## src/hw/vdec_pkg.sv

```systemverilog
// vector decode package: RVV encodings, decoded operations and control field types
`default_nettype none

package vdec_pkg;

  localparam int INSTR_W   = 32;
  localparam int REG_IDX_W = 5;

  typedef enum logic [6:0] {
    LOAD_FP  = 7'b0000111,
    STORE_FP = 7'b0100111,
    VECTOR   = 7'b1010111
  } opcode_t;

  // funct3 of the VECTOR opcode; 001 and 101 are the float forms, not decoded here
  typedef enum logic [2:0] {
    OPIVV = 3'b000,
    OPMVV = 3'b010,
    OPIVI = 3'b011,
    OPIVX = 3'b100,
    OPMVX = 3'b110,
    OPCFG = 3'b111
  } vfunct3_t;

  // OPI funct6
  localparam logic [5:0] VADD   = 6'b000000;
  localparam logic [5:0] VSUB   = 6'b000010;
  localparam logic [5:0] VRSUB  = 6'b000011;
  localparam logic [5:0] VMINU  = 6'b000100;
  localparam logic [5:0] VMIN   = 6'b000101;
  localparam logic [5:0] VMAXU  = 6'b000110;
  localparam logic [5:0] VMAX   = 6'b000111;
  localparam logic [5:0] VAND   = 6'b001001;
  localparam logic [5:0] VOR    = 6'b001010;
  localparam logic [5:0] VXOR   = 6'b001011;
  localparam logic [5:0] VMSEQ  = 6'b011000;
  localparam logic [5:0] VMSNE  = 6'b011001;
  localparam logic [5:0] VMSLTU = 6'b011010;
  localparam logic [5:0] VMSLT  = 6'b011011;
  localparam logic [5:0] VMSLEU = 6'b011100;
  localparam logic [5:0] VMSLE  = 6'b011101;
  localparam logic [5:0] VMSGTU = 6'b011110;
  localparam logic [5:0] VMSGT  = 6'b011111;
  localparam logic [5:0] VSLL   = 6'b100101;
  localparam logic [5:0] VSRL   = 6'b101000;
  localparam logic [5:0] VSRA   = 6'b101001;

  // OPM funct6, overlapping the OPI space
  localparam logic [5:0] VDIVU   = 6'b100000;
  localparam logic [5:0] VDIV    = 6'b100001;
  localparam logic [5:0] VREMU   = 6'b100010;
  localparam logic [5:0] VREM    = 6'b100011;
  localparam logic [5:0] VMULHU  = 6'b100100;
  localparam logic [5:0] VMUL    = 6'b100101;
  localparam logic [5:0] VMULHSU = 6'b100110;
  localparam logic [5:0] VMULH   = 6'b100111;
  localparam logic [5:0] VWADDU  = 6'b110000;
  localparam logic [5:0] VWADD   = 6'b110001;
  localparam logic [5:0] VWSUBU  = 6'b110010;
  localparam logic [5:0] VWSUB   = 6'b110011;

  typedef enum logic [2:0] {
    WIDTH8  = 3'b000,
    WIDTH16 = 3'b101,
    WIDTH32 = 3'b110
  } mem_width_t;

  typedef enum logic [5:0] {
    BAD_OP,
    OP_VADD, OP_VSUB, OP_VRSUB, OP_VMINU, OP_VMIN, OP_VMAXU, OP_VMAX,
    OP_VAND, OP_VOR, OP_VXOR,
    OP_VMSEQ, OP_VMSNE, OP_VMSLTU, OP_VMSLT, OP_VMSLEU, OP_VMSLE, OP_VMSGTU, OP_VMSGT,
    OP_VSLL, OP_VSRL, OP_VSRA,
    OP_VMUL, OP_VMULH, OP_VMULHU, OP_VMULHSU,
    OP_VDIVU, OP_VDIV, OP_VREMU, OP_VREM,
    OP_VWADDU, OP_VWADD, OP_VWSUBU, OP_VWSUB
  } vop_t;

  typedef enum logic [2:0] {CLS_NONE, CLS_ARITH, CLS_CFG, CLS_LOAD, CLS_STORE} op_class_t;
  typedef enum logic [1:0] {NOT_CFG, VSETVLI, VSETIVLI, VSETVL} cfgsel_t;

  typedef enum logic [2:0] {ARITH, MUL, DIV, LOAD_UNIT, STORE_UNIT} fu_type_t;
  // ten ALU ops need a 4-bit code
  typedef enum logic [3:0] {SLL, SRL, SRA, ADD, SUB, AND, OR, XOR, COMP, MM} valu_op_t;
  typedef enum logic [2:0] {VSEQ, VSNE, VSLTU, VSLT, VSLEU, VSLE, VSGTU, VSGT} comp_type_t;
  typedef enum logic [1:0] {MIN, MINU, MAX, MAXU} minmax_type_t;
  typedef enum logic [1:0] {UNSIGNED, SIGNED, UNSIGNED_SIGNED, SIGNED_UNSIGNED} sign_mode_t;
  typedef enum logic [1:0] {V, X, I} src_type_t;

  typedef struct packed {
    logic                 illegal_insn;
    fu_type_t             fu_type;
    valu_op_t             alu_op;
    comp_type_t           comp_type;
    minmax_type_t         minmax_type;
    sign_mode_t           is_signed;
    logic [1:0]           wen;
    src_type_t            rs1_type;
    logic                 imm_op;
    logic                 sign_extend;
    logic                 single_bit_op;
    logic                 vd_widen;
    logic                 is_load;
    logic                 is_store;
    cfgsel_t              cfgsel;
    logic [REG_IDX_W-1:0] vs1;
    logic [REG_IDX_W-1:0] vs2;
    logic [REG_IDX_W-1:0] vd;
    logic [4:0]           imm_5;
  } vctrl_t;

endpackage

`default_nettype wire

```

## src/hw/vdec_fields_if.sv

```systemverilog
// captured instruction fields from the field-capture stage to the decoder
`timescale 1ns/1ps
`default_nettype none

interface vdec_fields_if;
  import vdec_pkg::*;

  logic                 fields_valid;
  logic [6:0]           opcode;
  logic [2:0]           vfunct3;
  logic [5:0]           funct6;
  logic [REG_IDX_W-1:0] vs1;
  logic [REG_IDX_W-1:0] vs2;
  logic [REG_IDX_W-1:0] vd;
  logic [4:0]           imm_5;
  // instr[31:30], picks the config form
  logic [1:0]           cfg_hi;

  modport capture (output fields_valid, opcode, vfunct3, funct6, vs1, vs2, vd, imm_5, cfg_hi);
  modport decode (input fields_valid, opcode, vfunct3, funct6, vs1, vs2, vd, imm_5, cfg_hi);

endinterface

`default_nettype wire

```

## src/hw/vdec_op_if.sv

```systemverilog
// decoded operation and class from the decoder to the control generator
`timescale 1ns/1ps
`default_nettype none

interface vdec_op_if;
  import vdec_pkg::*;

  logic                 op_valid;
  vop_t                 op;
  op_class_t            op_class;
  cfgsel_t              cfgsel;
  // set for the VECTOR opcode, legal or not
  logic                 is_vector;
  logic [2:0]           vfunct3;
  logic [REG_IDX_W-1:0] vs1;
  logic [REG_IDX_W-1:0] vs2;
  logic [REG_IDX_W-1:0] vd;
  logic [4:0]           imm_5;

  modport decode (output op_valid, op, op_class, cfgsel, is_vector, vfunct3, vs1, vs2, vd, imm_5);
  modport gen (input op_valid, op, op_class, cfgsel, is_vector, vfunct3, vs1, vs2, vd, imm_5);

endinterface

`default_nettype wire

```

## src/hw/vdec_field_capture.sv

```systemverilog
// field capture: registers the incoming instruction and slices it into fields
`timescale 1ns/1ps
`default_nettype none

module vdec_field_capture (
  input  logic                         clk,
  input  logic                         rst_n,
  input  logic                         instr_valid,
  input  logic [vdec_pkg::INSTR_W-1:0] instr,
  vdec_fields_if.capture               fields
);
  import vdec_pkg::*;

  logic [INSTR_W-1:0] instr_q;

  always_ff @(posedge clk or negedge rst_n) begin
    if (!rst_n) begin
      fields.fields_valid <= 1'b0;
    end else begin
      fields.fields_valid <= instr_valid;
    end
  end

  // held between strobes
  always_ff @(posedge clk) begin
    if (instr_valid) begin
      instr_q <= instr;
    end
  end

  assign fields.opcode  = instr_q[6:0];
  assign fields.vd      = instr_q[11:7];
  assign fields.vfunct3 = instr_q[14:12];
  assign fields.vs1     = instr_q[19:15];
  // same bits as vs1
  assign fields.imm_5   = instr_q[19:15];
  assign fields.vs2     = instr_q[24:20];
  assign fields.funct6  = instr_q[31:26];
  assign fields.cfg_hi  = instr_q[31:30];

endmodule

`default_nettype wire

```

## src/hw/vdec_op_decode.sv

```systemverilog
// operation decoder: classifies the instruction and checks the funct3 form is allowed
`timescale 1ns/1ps
`default_nettype none

module vdec_op_decode (
  vdec_fields_if.decode fields,
  vdec_op_if.decode     op_out
);
  import vdec_pkg::*;

  logic is_vec;
  logic is_opi;
  logic is_opm;
  logic is_cfg;
  logic legal_width;
  logic vv_vx;
  logic vx_vi;
  vop_t opi_op;
  vop_t opm_op;
  vop_t op;

  assign is_vec = fields.opcode == VECTOR;
  assign is_opi = is_vec && (fields.vfunct3 == OPIVV || fields.vfunct3 == OPIVX ||
                             fields.vfunct3 == OPIVI);
  assign is_opm = is_vec && (fields.vfunct3 == OPMVV || fields.vfunct3 == OPMVX);
  assign is_cfg = is_vec && fields.vfunct3 == OPCFG;

  // load/store width sits in the funct3 slot
  assign legal_width = fields.vfunct3 == WIDTH8 || fields.vfunct3 == WIDTH16 ||
                       fields.vfunct3 == WIDTH32;

  assign vv_vx = fields.vfunct3 == OPIVV || fields.vfunct3 == OPIVX;
  assign vx_vi = fields.vfunct3 == OPIVX || fields.vfunct3 == OPIVI;

  always_comb begin
    case (fields.funct6)
      VADD:    opi_op = OP_VADD;
      VSUB:    opi_op = OP_VSUB;
      VRSUB:   opi_op = OP_VRSUB;
      VMINU:   opi_op = OP_VMINU;
      VMIN:    opi_op = OP_VMIN;
      VMAXU:   opi_op = OP_VMAXU;
      VMAX:    opi_op = OP_VMAX;
      VAND:    opi_op = OP_VAND;
      VOR:     opi_op = OP_VOR;
      VXOR:    opi_op = OP_VXOR;
      VMSEQ:   opi_op = OP_VMSEQ;
      VMSNE:   opi_op = OP_VMSNE;
      VMSLTU:  opi_op = OP_VMSLTU;
      VMSLT:   opi_op = OP_VMSLT;
      VMSLEU:  opi_op = OP_VMSLEU;
      VMSLE:   opi_op = OP_VMSLE;
      VMSGTU:  opi_op = OP_VMSGTU;
      VMSGT:   opi_op = OP_VMSGT;
      VSLL:    opi_op = OP_VSLL;
      VSRL:    opi_op = OP_VSRL;
      VSRA:    opi_op = OP_VSRA;
      default: opi_op = BAD_OP;
    endcase
  end

  always_comb begin
    case (fields.funct6)
      VDIVU:   opm_op = OP_VDIVU;
      VDIV:    opm_op = OP_VDIV;
      VREMU:   opm_op = OP_VREMU;
      VREM:    opm_op = OP_VREM;
      VMULHU:  opm_op = OP_VMULHU;
      VMUL:    opm_op = OP_VMUL;
      VMULHSU: opm_op = OP_VMULHSU;
      VMULH:   opm_op = OP_VMULH;
      VWADDU:  opm_op = OP_VWADDU;
      VWADD:   opm_op = OP_VWADD;
      VWSUBU:  opm_op = OP_VWSUBU;
      VWSUB:   opm_op = OP_VWSUB;
      default: opm_op = BAD_OP;
    endcase
  end

  // form check; every kept OPM op takes both MVV and MVX
  always_comb begin
    op = BAD_OP;
    if (is_opi) begin
      case (opi_op)
        OP_VSUB, OP_VMINU, OP_VMIN, OP_VMAXU, OP_VMAX, OP_VMSLTU, OP_VMSLT:
          op = vv_vx ? opi_op : BAD_OP;
        OP_VRSUB, OP_VMSGTU, OP_VMSGT:
          op = vx_vi ? opi_op : BAD_OP;
        default:
          op = opi_op;
      endcase
    end else if (is_opm) begin
      op = opm_op;
    end
  end

  always_comb begin
    if (fields.opcode == LOAD_FP && legal_width) begin
      op_out.op_class = CLS_LOAD;
    end else if (fields.opcode == STORE_FP && legal_width) begin
      op_out.op_class = CLS_STORE;
    end else if (is_cfg) begin
      op_out.op_class = CLS_CFG;
    end else if (op != BAD_OP) begin
      op_out.op_class = CLS_ARITH;
    end else begin
      op_out.op_class = CLS_NONE;
    end
  end

  // bit31 low is vsetvli, then bit30 splits vsetivli from vsetvl
  always_comb begin
    if (!is_cfg) begin
      op_out.cfgsel = NOT_CFG;
    end else if (!fields.cfg_hi[1]) begin
      op_out.cfgsel = VSETVLI;
    end else if (fields.cfg_hi[0]) begin
      op_out.cfgsel = VSETIVLI;
    end else begin
      op_out.cfgsel = VSETVL;
    end
  end

  assign op_out.op_valid  = fields.fields_valid;
  assign op_out.op        = op;
  assign op_out.is_vector = is_vec;
  assign op_out.vfunct3   = fields.vfunct3;
  assign op_out.vs1       = fields.vs1;
  assign op_out.vs2       = fields.vs2;
  assign op_out.vd        = fields.vd;
  assign op_out.imm_5     = fields.imm_5;

endmodule

`default_nettype wire

```

## src/hw/vdec_ctrl_gen.sv

```systemverilog
// control generator that maps the decoded operation to control fields and registers them
`timescale 1ns/1ps
`default_nettype none

module vdec_ctrl_gen (
  input  logic             clk,
  input  logic             rst_n,
  vdec_op_if.gen           op_in,
  output logic             ctrl_valid,
  output vdec_pkg::vctrl_t ctrl
);
  import vdec_pkg::*;

  vctrl_t ctrl_d;
  logic   is_ld;
  logic   is_st;
  logic   x_form;

  assign is_ld  = op_in.op_class == CLS_LOAD;
  assign is_st  = op_in.op_class == CLS_STORE;
  assign x_form = op_in.is_vector && (op_in.vfunct3 == OPIVX || op_in.vfunct3 == OPMVX);

  always_comb begin
    ctrl_d.illegal_insn  = op_in.op_class == CLS_NONE;
    ctrl_d.is_load       = is_ld;
    ctrl_d.is_store      = is_st;
    ctrl_d.cfgsel        = op_in.cfgsel;
    ctrl_d.wen           = (is_ld || op_in.op_class == CLS_ARITH) ? 2'b11 : 2'b00;
    ctrl_d.imm_op        = op_in.is_vector &&
                           (op_in.vfunct3 == OPIVI || op_in.vfunct3 == OPCFG);
    // shift amounts and the vsetivli AVL are zero-extended
    ctrl_d.sign_extend   = !(op_in.op inside {OP_VSLL, OP_VSRL, OP_VSRA} ||
                             op_in.cfgsel == VSETIVLI);
    ctrl_d.single_bit_op = op_in.op inside {OP_VMSEQ, OP_VMSNE, OP_VMSLTU, OP_VMSLT,
                                            OP_VMSLEU, OP_VMSLE, OP_VMSGTU, OP_VMSGT};
    ctrl_d.vd_widen      = op_in.op inside {OP_VWADDU, OP_VWADD, OP_VWSUBU, OP_VWSUB};
    ctrl_d.vs1           = op_in.vs1;
    ctrl_d.vs2           = op_in.vs2;
    ctrl_d.vd            = op_in.vd;
    ctrl_d.imm_5         = op_in.imm_5;

    if (is_ld || is_st || x_form || op_in.cfgsel == VSETVLI || op_in.cfgsel == VSETVL) begin
      ctrl_d.rs1_type = X;
    end else if (ctrl_d.imm_op) begin
      ctrl_d.rs1_type = I;
    end else begin
      ctrl_d.rs1_type = V;
    end

    if (is_ld) begin
      ctrl_d.fu_type = LOAD_UNIT;
    end else if (is_st) begin
      ctrl_d.fu_type = STORE_UNIT;
    end else if (op_in.op inside {OP_VMUL, OP_VMULH, OP_VMULHU, OP_VMULHSU}) begin
      ctrl_d.fu_type = MUL;
    end else if (op_in.op inside {OP_VDIVU, OP_VDIV, OP_VREMU, OP_VREM}) begin
      ctrl_d.fu_type = DIV;
    end else begin
      ctrl_d.fu_type = ARITH;
    end

    case (op_in.op)
      OP_VSRL:                                ctrl_d.alu_op = SRL;
      OP_VSRA:                                ctrl_d.alu_op = SRA;
      OP_VADD, OP_VWADDU, OP_VWADD:           ctrl_d.alu_op = ADD;
      OP_VSUB, OP_VRSUB, OP_VWSUBU, OP_VWSUB: ctrl_d.alu_op = SUB;
      OP_VAND:                                ctrl_d.alu_op = AND;
      OP_VOR:                                 ctrl_d.alu_op = OR;
      OP_VXOR:                                ctrl_d.alu_op = XOR;
      OP_VMINU, OP_VMIN, OP_VMAXU, OP_VMAX:   ctrl_d.alu_op = MM;
      default: ctrl_d.alu_op = ctrl_d.single_bit_op ? COMP : SLL;
    endcase

    case (op_in.op)
      OP_VMSNE:  ctrl_d.comp_type = VSNE;
      OP_VMSLTU: ctrl_d.comp_type = VSLTU;
      OP_VMSLT:  ctrl_d.comp_type = VSLT;
      OP_VMSLEU: ctrl_d.comp_type = VSLEU;
      OP_VMSLE:  ctrl_d.comp_type = VSLE;
      OP_VMSGTU: ctrl_d.comp_type = VSGTU;
      OP_VMSGT:  ctrl_d.comp_type = VSGT;
      default:   ctrl_d.comp_type = VSEQ;
    endcase

    case (op_in.op)
      OP_VMINU: ctrl_d.minmax_type = MINU;
      OP_VMAX:  ctrl_d.minmax_type = MAX;
      OP_VMAXU: ctrl_d.minmax_type = MAXU;
      default:  ctrl_d.minmax_type = MIN;
    endcase

    // mulhsu takes vs2 signed and vs1 unsigned
    case (op_in.op)
      OP_VADD, OP_VSUB, OP_VRSUB, OP_VMIN, OP_VMAX, OP_VMSEQ, OP_VMSNE, OP_VMSLT, OP_VMSLE,
      OP_VMSGT, OP_VMUL, OP_VMULH, OP_VDIV, OP_VREM, OP_VWADD, OP_VWSUB:
        ctrl_d.is_signed = SIGNED;
      OP_VMULHSU:
        ctrl_d.is_signed = UNSIGNED_SIGNED;
      default:
        ctrl_d.is_signed = UNSIGNED;
    endcase
  end

  // fields hold on invalid cycles
  always_ff @(posedge clk or negedge rst_n) begin
    if (!rst_n) begin
      ctrl_valid <= 1'b0;
      ctrl       <= '0;
    end else begin
      ctrl_valid <= op_in.op_valid;
      if (op_in.op_valid) begin
        ctrl <= ctrl_d;
      end
    end
  end

  // only the arithmetic class carries a real operation
  a_arith_has_op: assert property (@(posedge clk) disable iff (!rst_n)
    op_in.op_valid |-> ((op_in.op_class == CLS_ARITH) == (op_in.op != BAD_OP)));

  // an illegal instruction never writes the register file
  a_illegal_no_wen: assert property (@(posedge clk) disable iff (!rst_n)
    ctrl.illegal_insn |-> ctrl.wen == 2'b00);

endmodule

`default_nettype wire

```

## src/hw/vector_decode_unit.sv

```systemverilog
// vector decode unit: capture, decode and control stages, two cycles from instruction to control
`timescale 1ns/1ps
`default_nettype none

module vector_decode_unit (
  input  logic                           clk,
  input  logic                           rst_n,
  input  logic                           instr_valid,
  input  logic [vdec_pkg::INSTR_W-1:0]   instr,
  output logic                           ctrl_valid,
  output logic                           illegal_insn,
  output vdec_pkg::fu_type_t             fu_type,
  output vdec_pkg::valu_op_t             alu_op,
  output vdec_pkg::comp_type_t           comp_type,
  output vdec_pkg::minmax_type_t         minmax_type,
  output vdec_pkg::sign_mode_t           is_signed,
  output logic [1:0]                     wen,
  output vdec_pkg::src_type_t            rs1_type,
  output logic                           imm_op,
  output logic                           sign_extend,
  output logic                           single_bit_op,
  output logic                           vd_widen,
  output logic                           is_load,
  output logic                           is_store,
  output vdec_pkg::cfgsel_t              cfgsel,
  output logic [vdec_pkg::REG_IDX_W-1:0] vs1,
  output logic [vdec_pkg::REG_IDX_W-1:0] vs2,
  output logic [vdec_pkg::REG_IDX_W-1:0] vd,
  output logic [4:0]                     imm_5
);
  import vdec_pkg::*;

  vctrl_t ctrl_q;

  vdec_fields_if fields_bus ();
  vdec_op_if     op_bus ();

  vdec_field_capture u_capture (
    .clk         (clk),
    .rst_n       (rst_n),
    .instr_valid (instr_valid),
    .instr       (instr),
    .fields      (fields_bus.capture)
  );

  vdec_op_decode u_decode (
    .fields (fields_bus.decode),
    .op_out (op_bus.decode)
  );

  vdec_ctrl_gen u_ctrl (
    .clk        (clk),
    .rst_n      (rst_n),
    .op_in      (op_bus.gen),
    .ctrl_valid (ctrl_valid),
    .ctrl       (ctrl_q)
  );

  assign illegal_insn  = ctrl_q.illegal_insn;
  assign fu_type       = ctrl_q.fu_type;
  assign alu_op        = ctrl_q.alu_op;
  assign comp_type     = ctrl_q.comp_type;
  assign minmax_type   = ctrl_q.minmax_type;
  assign is_signed     = ctrl_q.is_signed;
  assign wen           = ctrl_q.wen;
  assign rs1_type      = ctrl_q.rs1_type;
  assign imm_op        = ctrl_q.imm_op;
  assign sign_extend   = ctrl_q.sign_extend;
  assign single_bit_op = ctrl_q.single_bit_op;
  assign vd_widen      = ctrl_q.vd_widen;
  assign is_load       = ctrl_q.is_load;
  assign is_store      = ctrl_q.is_store;
  assign cfgsel        = ctrl_q.cfgsel;
  assign vs1           = ctrl_q.vs1;
  assign vs2           = ctrl_q.vs2;
  assign vd            = ctrl_q.vd;
  assign imm_5         = ctrl_q.imm_5;

endmodule

`default_nettype wire

```

## config.mk

```make
export PLATFORM = sky130hd
export DESIGN_NAME = vector_decode_unit
export DESIGN_NICKNAME = d
export VERILOG_FILES = /design/src/hw/vdec_pkg.sv /design/src/hw/vdec_fields_if.sv /design/src/hw/vdec_op_if.sv /design/src/hw/vdec_field_capture.sv /design/src/hw/vdec_op_decode.sv /design/src/hw/vdec_ctrl_gen.sv /design/src/hw/vector_decode_unit.sv
export SDC_FILE = /design/constraint.sdc
export NUM_CORES = 1
export LEC_CHECK = 0
export ABC_AREA = 1
export BUFFER_PORTS_ARGS = -buffer_cell sky130_fd_sc_hd__buf_4
export CAP_MARGIN = 15
export CORE_ASPECT_RATIO = 0.9
export CORE_MARGIN = 4
export CORE_UTILIZATION = 50
export CTS_CLUSTER_SIZE = 16
export DETAILED_ROUTE_END_ITERATION = 10
export PLACE_DENSITY = 0.75
export REMOVE_ABC_BUFFERS = 1
export SLEW_MARGIN = 25
export SYNTH_ARGS = -nofsm -noshare
export SYNTH_HDL_FRONTEND = slang
export SYNTH_SLANG_ARGS = --single-unit
```

## constraint.sdc

```tcl
create_clock -name clk -period 5.6 [get_ports clk]
set_input_delay 0.56 -clock clk [delete_from_list [all_inputs] [get_ports clk]]
set_output_delay 0.56 -clock clk [all_outputs]
set_load 0.02 [all_outputs]
```

==> results of run 1 <==
## worst max-delay path, stage by stage
cell and delay [ns]:
buf_4 0.37, inv_1 0.13, or2_2 0.29, o21ai_0 0.19, ha_1 0.34, nand2_1 0.07, o21ai_0 0.08, o21ai_0 0.18
nand3_1 0.09, o211ai_1 0.11
## cell usage in the layout (no fill, tap or decap), types with 2 or more instances in the layout
cell and count:
or2_2 5, a21oi_1 7, clkinvlp_4 2, edfxtp_1 31, nand2_4 3, o311ai_0 2, inv_1 31, dfxtp_1 5
nand3_1 32, nand2_2 5, nor3_1 3, o21ai_2 5, dfrtp_1 43, ha_1 4, buf_4 82, nor2_4 3
inv_6 2, o211ai_1 4, nor2_1 52, clkbuf_8 9, o21ai_1 4, inv_2 10, a22oi_1 2, nand4_1 5
nand3b_1 3, o21ai_0 17, nand2_1 152, nor2_2 6
## layout make-up
| cell class | count | area share (%) |
|---|---|---|
| repair buffers | 82 | 12.93 |
| inverters | 42 | 3.365 |
| flip-flops and latches | 79 | 44.27 |
| well taps | 96 | 2.524 |
| clock inverters | 6 | 1.420 |
| clock buffers | 10 | 2.681 |
| multi-input cells | 325 | 32.81 |
## routing by layer
layer	global-route usage, %	wire, microns	vias up
met3	4.335	398	14
met2	29.14	3831	88
met1	24.10	3657	1446
li1	-	-	1652
met4	4.762	117	0
met5	0	0	-
## where the power goes
group | total [mW] | internal, mW | switching (mW)
clock network | 0.413 | 0.208 | 0.204
logic | 0.186 | 0.0719 | 0.114
registers | 0.668 | 0.645 | 0.0232
## state kept, by name, summed over array words and instances (netlist names)
| name | cells |
|---|---|
| u_ctrl.ctrl_valid | 1 |
| u_capture.instr_q | 31 |
| u_ctrl.ctrl | 41 |
| u_decode.opi_op | 5 |
| u_capture.fields.fields_valid | 1 |
## path summary, 6_finish.rpt
path	start	end	slack [ns]	cells after the start
max	instr_valid	u_decode.opi_op[0]$_DFF_P_	3.42	10
min	rst_n	u_ctrl.ctrl[24]$_DFFE_PN0P_	0.19	1
max reg2reg	u_capture.instr_q[12]$_DFFE_PP_	u_ctrl.ctrl[26]$_DFFE_PN0P_	3.43	12
min reg2reg	u_capture.instr_q[24]$_DFFE_PP_	u_ctrl.ctrl[14]$_DFFE_PN0P_	0.45	2
max in group asynchronous	rst_n	u_ctrl.ctrl[20]$_DFFE_PN0P_	5.02	1
min in group clk	instr[22]	u_capture.instr_q[22]$_DFFE_PP_	0.39	1
## stage by stage
step                instance area [sq um]  hold WS [ns]  util (%)  total power, mW
floorplan                            3829        0.2644         -           0.7793
global route                         4760        0.2228     62.77            1.333
finish                               4760        0.1942     62.77            1.267
CTS                                  4760        0.2025     62.77            1.281
detailed placement                   4564        0.4327     60.20           0.8684
global placement                     4564        0.4256     60.20           0.8622
## logic make-up after synthesis
family	Yosys count	share of synthesized area (%)
and+or+nand+nor	275	31.34
DFF	79	53.91
buffers and inverters	57	6.146
AOI/OAI and AO/OA	46	7.330
adders and majority gates	4	1.280
==> results by group, run 1 <==
Timing
  • Clock Skew: 0.01248 ns
  • Setup TNS: 0 ns
  • Final setup viols: 0
  • Final hold vios: 0
  • RSZ-0062 raised after global routing: no
  • Setup ws final: 3.422 ns
  • Tmin final: 2.178 ns
  • Final Max Tran Viols: 0
  • Slew HR: 56.98%
  • Max Freq: 0.4591 GHz
  • Period utilization: 38.89%
  • Slew @ Worst Pin: 0.6386 ns

Detailed routing
  • WL final: 8.005 mm
  • Routed vias/inst: 5.000
  • Routed len/inst: 12.51 microns
  • Post-route DRC: 0
  • Initial DRC Count: 146
  • Vias: 3200
  • Antenna viol nets, final: 0
  • Detailed-router iteration count before antenna repair: 4

Global route
  • Grt ovf: 0
  • Initial antenna violation count: 0
  • Largest net degree at the start of global routing: 44
  • Vias in the first global route: 2993
  • Global-route wire length before repair: 13.61 mm
  • GRT Overall Usage: 17.97%

Placed design
  • Routability Congestion: 0.8587
  • HPWL after DPL: 5.968 mm
  • Dpl cells: 624
  • Port bufs: 81
  • Pre-CTS WS: 3.090 ns

Yosys
  • Synth Cell Area: 3909 sq um
  • Top FF cell, synth: dfrtp_1
  • Syn avg cell area: 8.479 sq um
  • Yosys top cell area share: 27.53%
  • Sequential share of the synthesized area: 53.91%
  • Post-Syn Instances: 461
  • Ys async rst share: 54.43%
  • Post-synth top cells: 152 x nand2_1, 52 x nor2_1, 43 x dfrtp_1, 32 x inv_1, 32 x nand3_1
  • Synth cell types: 40
  • Register bit total from synthesis: 79
  • Post-synth EDFFs: 31
  • Dominant cells by area after synthesis: dfrtp_1 28%, edfxtp_1 24%, nand2_1 15%, nor2_1 5.0%, nand3_1 4.1%
  • Post-synth top area cell: dfrtp_1
  • Synth warnings: 0
  • Count leader, synth: nand2_1

Status
  • Status: completed

Floorplanning
  • Area of the die: 9298 sq um
  • Die Y-Extent: 91.88 microns
  • Placeable core area: 7582 sq um
  • Initial core utilization: 51.55%
  • Width of the die: 101.2 microns
  • IO Count: 83
  • Row count: 30

Worst setup path
  • CP Launch Type: primary input
  • Crit path capture type: flip-flop
  • Critical-path maximum fanout: 41
  • Data arrival time of the critical path: 2.43 ns
  • Critical path type: primary input to flip-flop
  • CP required: 5.86 ns

Clock tree
  • TritonCTS buffer count: 9
  • Post-CTS sizing: 0
  • H-tree depth: 3
  • Maximum clock insertion buffer count: 2
  • Clock latency on the worst-skew pair: 0.34 ns
  • Clk root buf: clkbuf_8
  • CTS tree: built
  • Number of clock sinks: 79
  • Clock Pin Slew Worst Setup and Hold Paths: 0.09 ns
  • Cts hold-fix bufs: 0
  • Post-CTS Setup Bufs: 0

Power
  • Static Leak: 2.291 nW
  • Power Density: 266.2 nW/um^2
  • Max VDD drop: 0.0002281 V

Final layout
  • Diode count: 0
  • Multi-input logic area: 1562 sq um
  • Final std cells w/o fill: 640
  • FF+latch area: 2107 sq um
  • Fill count: 660
  • Share of cells above drive strength 1: 25.55%
  • Final nets: 578
  • Area delta synth->final: 21.77%

Worst hold path
  • Hold crit path type: primary input to async pin

Job
  • Max-Cap Viols: 0
(Power assumes the default switching activity.)
==> inputs of run 2 (changes only) <==
--- a/config.mk
+++ b/config.mk
@@ -5,15 +5,15 @@
 export SDC_FILE = /design/constraint.sdc
 export NUM_CORES = 1
 export LEC_CHECK = 0
-export ABC_AREA = 1
+export ABC_AREA = 0
 export BUFFER_PORTS_ARGS = -buffer_cell sky130_fd_sc_hd__buf_4
 export CAP_MARGIN = 15
 export CORE_ASPECT_RATIO = 0.9
 export CORE_MARGIN = 4
-export CORE_UTILIZATION = 50
+export CORE_UTILIZATION = 49
 export CTS_CLUSTER_SIZE = 16
 export DETAILED_ROUTE_END_ITERATION = 10
-export PLACE_DENSITY = 0.75
+export PLACE_DENSITY = 0.77
 export REMOVE_ABC_BUFFERS = 1
 export SLEW_MARGIN = 25
 export SYNTH_ARGS = -nofsm -noshare
==> constraint.sdc (replaced) <==
create_clock -name clk -period 1.9 [get_ports clk]
set_input_delay 0.19 -clock clk [delete_from_list [all_inputs] [get_ports clk]]
set_output_delay 0.19 -clock clk [all_outputs]
set_load 0.02 [all_outputs]
==> results by group, run 2 <==
Status
  • Status: finished, violations left
  • Failing checks: negative setup slack

Timing
  • Tmin final: 2.292 ns
  • Final hold vios: 0 (unchanged)
  • Period utilization: 120.7%
  • Slew @ Worst Pin: 0.5857 ns (-0.05283 ns)
  • RSZ-0062 raised after global routing: yes
  • Final Max Tran Viols: 0 (unchanged)
  • Max Freq: 0.4362 GHz
  • Final setup viols: 19 (+19)
  • Hold_ws: 0.01260 ns (-0.1816 ns)
  • Slew HR: 59.83% (+2.9 points)
  • Setup ws final: -0.3925 ns (-3.814 ns)
  • Clock Skew: 0.009657 ns (-0.002820 ns)

Power
  • Net Sw Power: 1.167 mW (+240%)
  • Sequential Power Share: 50.1% (-2.6 points)
  • Power Density: 678.5 nW/um^2 (+150%)
  • Max VDD drop: 0.0005872 V (+160%)
  • Sw Ratio: 29.46% (+2.5 points)
  • Pint: 2.795 mW (+200%)
  • Static Leak: 2.537 nW (+11%)
  • Clock network fraction of total power: 29.5% (-3.1 points)
  • Combinational power share: 20.4% (+5.7 points)

Detailed routing
  • Vias: 3382 (+5.7%)
  • Antenna viol nets, final: 0 (unchanged)
  • Post-route DRC: 0 (unchanged)
  • Routed len/inst: 17.69 microns (+41%)
  • Detailed-router iteration count before antenna repair: 4 (unchanged)
  • Routed vias/inst: 5.517 (+10%)
  • Initial DRC Count: 264 (+81%)
  • WL final: 10.84 mm (+35%)

Final layout
  • Fill count: 437 (-34%)
  • Commonest non-fill, non-tap cell in the layout: buf_4
  • Max FFs per register: 41 (unchanged)
  • Area delta synth->final: 52.97%
  • Share of cells above drive strength 1: 48.94% (+23 points)
  • Final nets: 551 (-4.7%)
  • Largest reg by FF count: u_ctrl.ctrl
  • Final core utilization: 77.40% (+15 points)
  • Multi-input logic area: 1807 sq um (+16%)
  • Commonest cells after routing, fill and taps aside: 149 x buf_4, 42 x dfrtp_1, 31 x edfxtp_1
  • Diode count: 0 (unchanged)
  • FF+latch area: 2116 sq um (+0.42%)
  • Final std cells w/o fill: 613 (-4.2%)

Placed design
  • Port bufs: 81 (unchanged)
  • Dpl cells: 545 (-13%)
  • HPWL after DPL: 6.645 mm (+11%)
  • Routability Congestion: 0.8862 (+3.2%)

Worst setup path
  • CP required: 2.18 ns (-3.68 ns)
  • Most frequent CP cell: buf_6
  • Data arrival time of the critical path: 2.57 ns (+0.14 ns)
  • Slowest-stage cell, CP: dfxtp_1
  • Slowest cell delay on critical path: 0.37 ns (about the same)
  • Crit path capture type: flip-flop
  • CP Launch Type: flip-flop
  • Critical path type: flip-flop to flip-flop
  • Crit-path cells: nor2b_4 > nor4b_4 > o311ai_2 > o31ai_4 > buf_6 > buf_6 > a21o_1 > buf_12 > buf_4 > o41ai_2 > o21bai_1
  • Crit path max-delay family: compound AO/OA/AOI/OAI gates
  • Critical-path maximum fanout: 9 (-78%)
  • Crit path buf inv count: 4 (+2)

Clock tree
  • Clock latency on the worst-skew pair: 0.36 ns (+0.02 ns)
  • CTS tree: built
  • Maximum clock insertion buffer count: 2 (unchanged)
  • Number of clock sinks: 79 (unchanged)
  • TritonCTS buffer count: 9 (unchanged)
  • Clk root buf: clkbuf_8
  • Clock Pin Slew Worst Setup and Hold Paths: 0.09 ns (about the same)
  • H-tree depth: 3 (unchanged)

Yosys
  • Synth Cell Area: 3817 sq um (-2.3%)
  • Sequential share of the synthesized area: 55.20% (+1.3 points)
  • Yosys top cell area share: 28.19% (+0.66 points)
  • Syn avg cell area: 11.53 sq um (+36%)
  • Post-Syn Instances: 331 (-28%)
  • Post-synth top cells: 43 x dfrtp_1, 31 x edfxtp_1, 26 x nor2_1, 21 x mux2_2, 20 x a21oi_1
  • Synth cell types: 64 (+60%)
  • Post-synth top area cell: dfrtp_1
  • Dominant cells by area after synthesis: dfrtp_1 28%, edfxtp_1 24%, mux2_2 6.2%, a21oi_1 2.6%, dfxtp_1 2.6%
  • Count leader, synth: dfrtp_1
  • Register bit total from synthesis: 79 (unchanged)
  • Post-synth EDFFs: 31 (unchanged)
  • Top FF cell, synth: dfrtp_1
  • Synth warnings: 0 (unchanged)
  • Ys async rst share: 54.43% (unchanged)

Floorplanning
  • Width of the die: 101.0 microns (-0.16%)
  • Row count: 30 (unchanged)
  • Placeable core area: 7545 sq um (-0.49%)
  • Initial core utilization: 50.60% (-0.95 points)
  • Area of the die: 9269 sq um (-0.32%)
  • Die Y-Extent: 91.74 microns (-0.16%)
  • IO Count: 83 (unchanged)

Global route
  • Vias in the first global route: 3373 (+13%)
  • Initial antenna violation count: 0 (unchanged)
  • Global-route wire length before repair: 16.93 mm (+24%)
  • Grt ovf: 0 (unchanged)
  • GRT Overall Usage: 23.31% (+5.3 points)
  • Largest net degree at the start of global routing: 44 (unchanged)

Job
  • Max-Cap Viols: 0 (unchanged)

Worst hold path
  • Hold crit path type: primary input to flip-flop
[run 2: power by group through the flow]
stage | clock, mW | sequential [mW] | combinational [mW]
after floorplan | 0 | 2.12 | 0.207
after global placement | 0 | 2.01 | 0.652
after detailed placement | 0 | 2.01 | 0.667
after CTS | 1.19 | 1.98 | 0.747
after global routing | 1.27 | 2.00 | 0.865
final | 1.17 | 1.98 | 0.808
[run 2: layout make-up]
type                       instances  area share, %
clock buffer                       9          2.121
clock inverter                     7         0.9214
inverter                           9         0.6214
multi-input combinational        221          30.94
sequential                        79          36.23
tap                               96          2.057
timing repair buffer             192          27.11
[run 2: per-stage QoR]
stage | setup TNS [ns] | area, sq um | total power [mW] | setup slack (ns)
after floorplan | -7.136 | 3682 | 2.332 | -0.4778
after global placement | -5.360 | 4875 | 2.657 | -0.3548
after detailed placement | -6.874 | 4875 | 2.679 | -0.4852
after CTS | -4.814 | 5637 | 3.915 | -0.3261
after global routing | -7.990 | 5839 | 4.137 | -0.5329
final | -5.746 | 5839 | 3.962 | -0.3925
[run 2: worst register-to-register path: stages (launching register included)]
cell,delay [ns]
dfxtp_1,0.37
nor2b_4,0.16
nor4b_4,0.08
o311ai_2,0.34
o31ai_4,0.12
buf_6,0.15
buf_6,0.12
a21o_1,0.17
buf_12,0.14
buf_4,0.14
o41ai_2,0.28
o21bai_1,0.15
[run 2: what timing repair did]
| action | in CTS | in global routing |
|---|---|---|
| cloned | 1 | 0 |
| hold endpoints to repair | 68 | 4 |
| pin swaps | 23 | 18 |
| setup endpoints to repair | 18 | 25 |
| resized for setup | 45 | 24 |
| buffers inserted | 13 | 8 |
| hold buffers | 26 | 4 |
[run 2: layer usage]
metal	global-route usage (%)	share of wire, %
met1	30.20	40
met4	8.859	2.3
met5	0	0
met2	37.47	51
met3	5.856	5.9
[run 2: cells by family (layout without fill, tap and decap cells)]
family	count (synthesis)	count (layout)	share of synthesized area, %
and+or+nand+nor	94	94	13.47
AOI/OAI and AO/OA	88	89	16.16
DFF	79	79	55.19
buffers and inverters	32	217	4.425
muxes	28	28	8.030
adders and majority gates	5	5	1.573
xor gates and xnor gates	5	5	1.147
[run 2: path summary, 6_finish.rpt]
path                                                 from                                       to  slack, ns  depth (start not counted)
setup / recovery               u_decode.opi_op[2]$_DFF_P_              u_ctrl.ctrl[40]$_DFFE_PN0P_      -0.39                         11
hold / removal                                  instr[28]          u_capture.instr_q[28]$_DFFE_PP_       0.01                          1
setup reg to reg               u_decode.opi_op[2]$_DFF_P_              u_ctrl.ctrl[40]$_DFFE_PN0P_      -0.39                         11
hold reg to reg            u_capture.instr_q[9]$_DFFE_PP_               u_ctrl.ctrl[7]$_DFFE_PN0P_       0.48                          1
max in group asynchronous                           rst_n  u_capture.fields.fields_valid$_DFF_PN0_       1.14                          2
min in group asynchronous                           rst_n              u_ctrl.ctrl[39]$_DFFE_PN0P_       0.36                          2
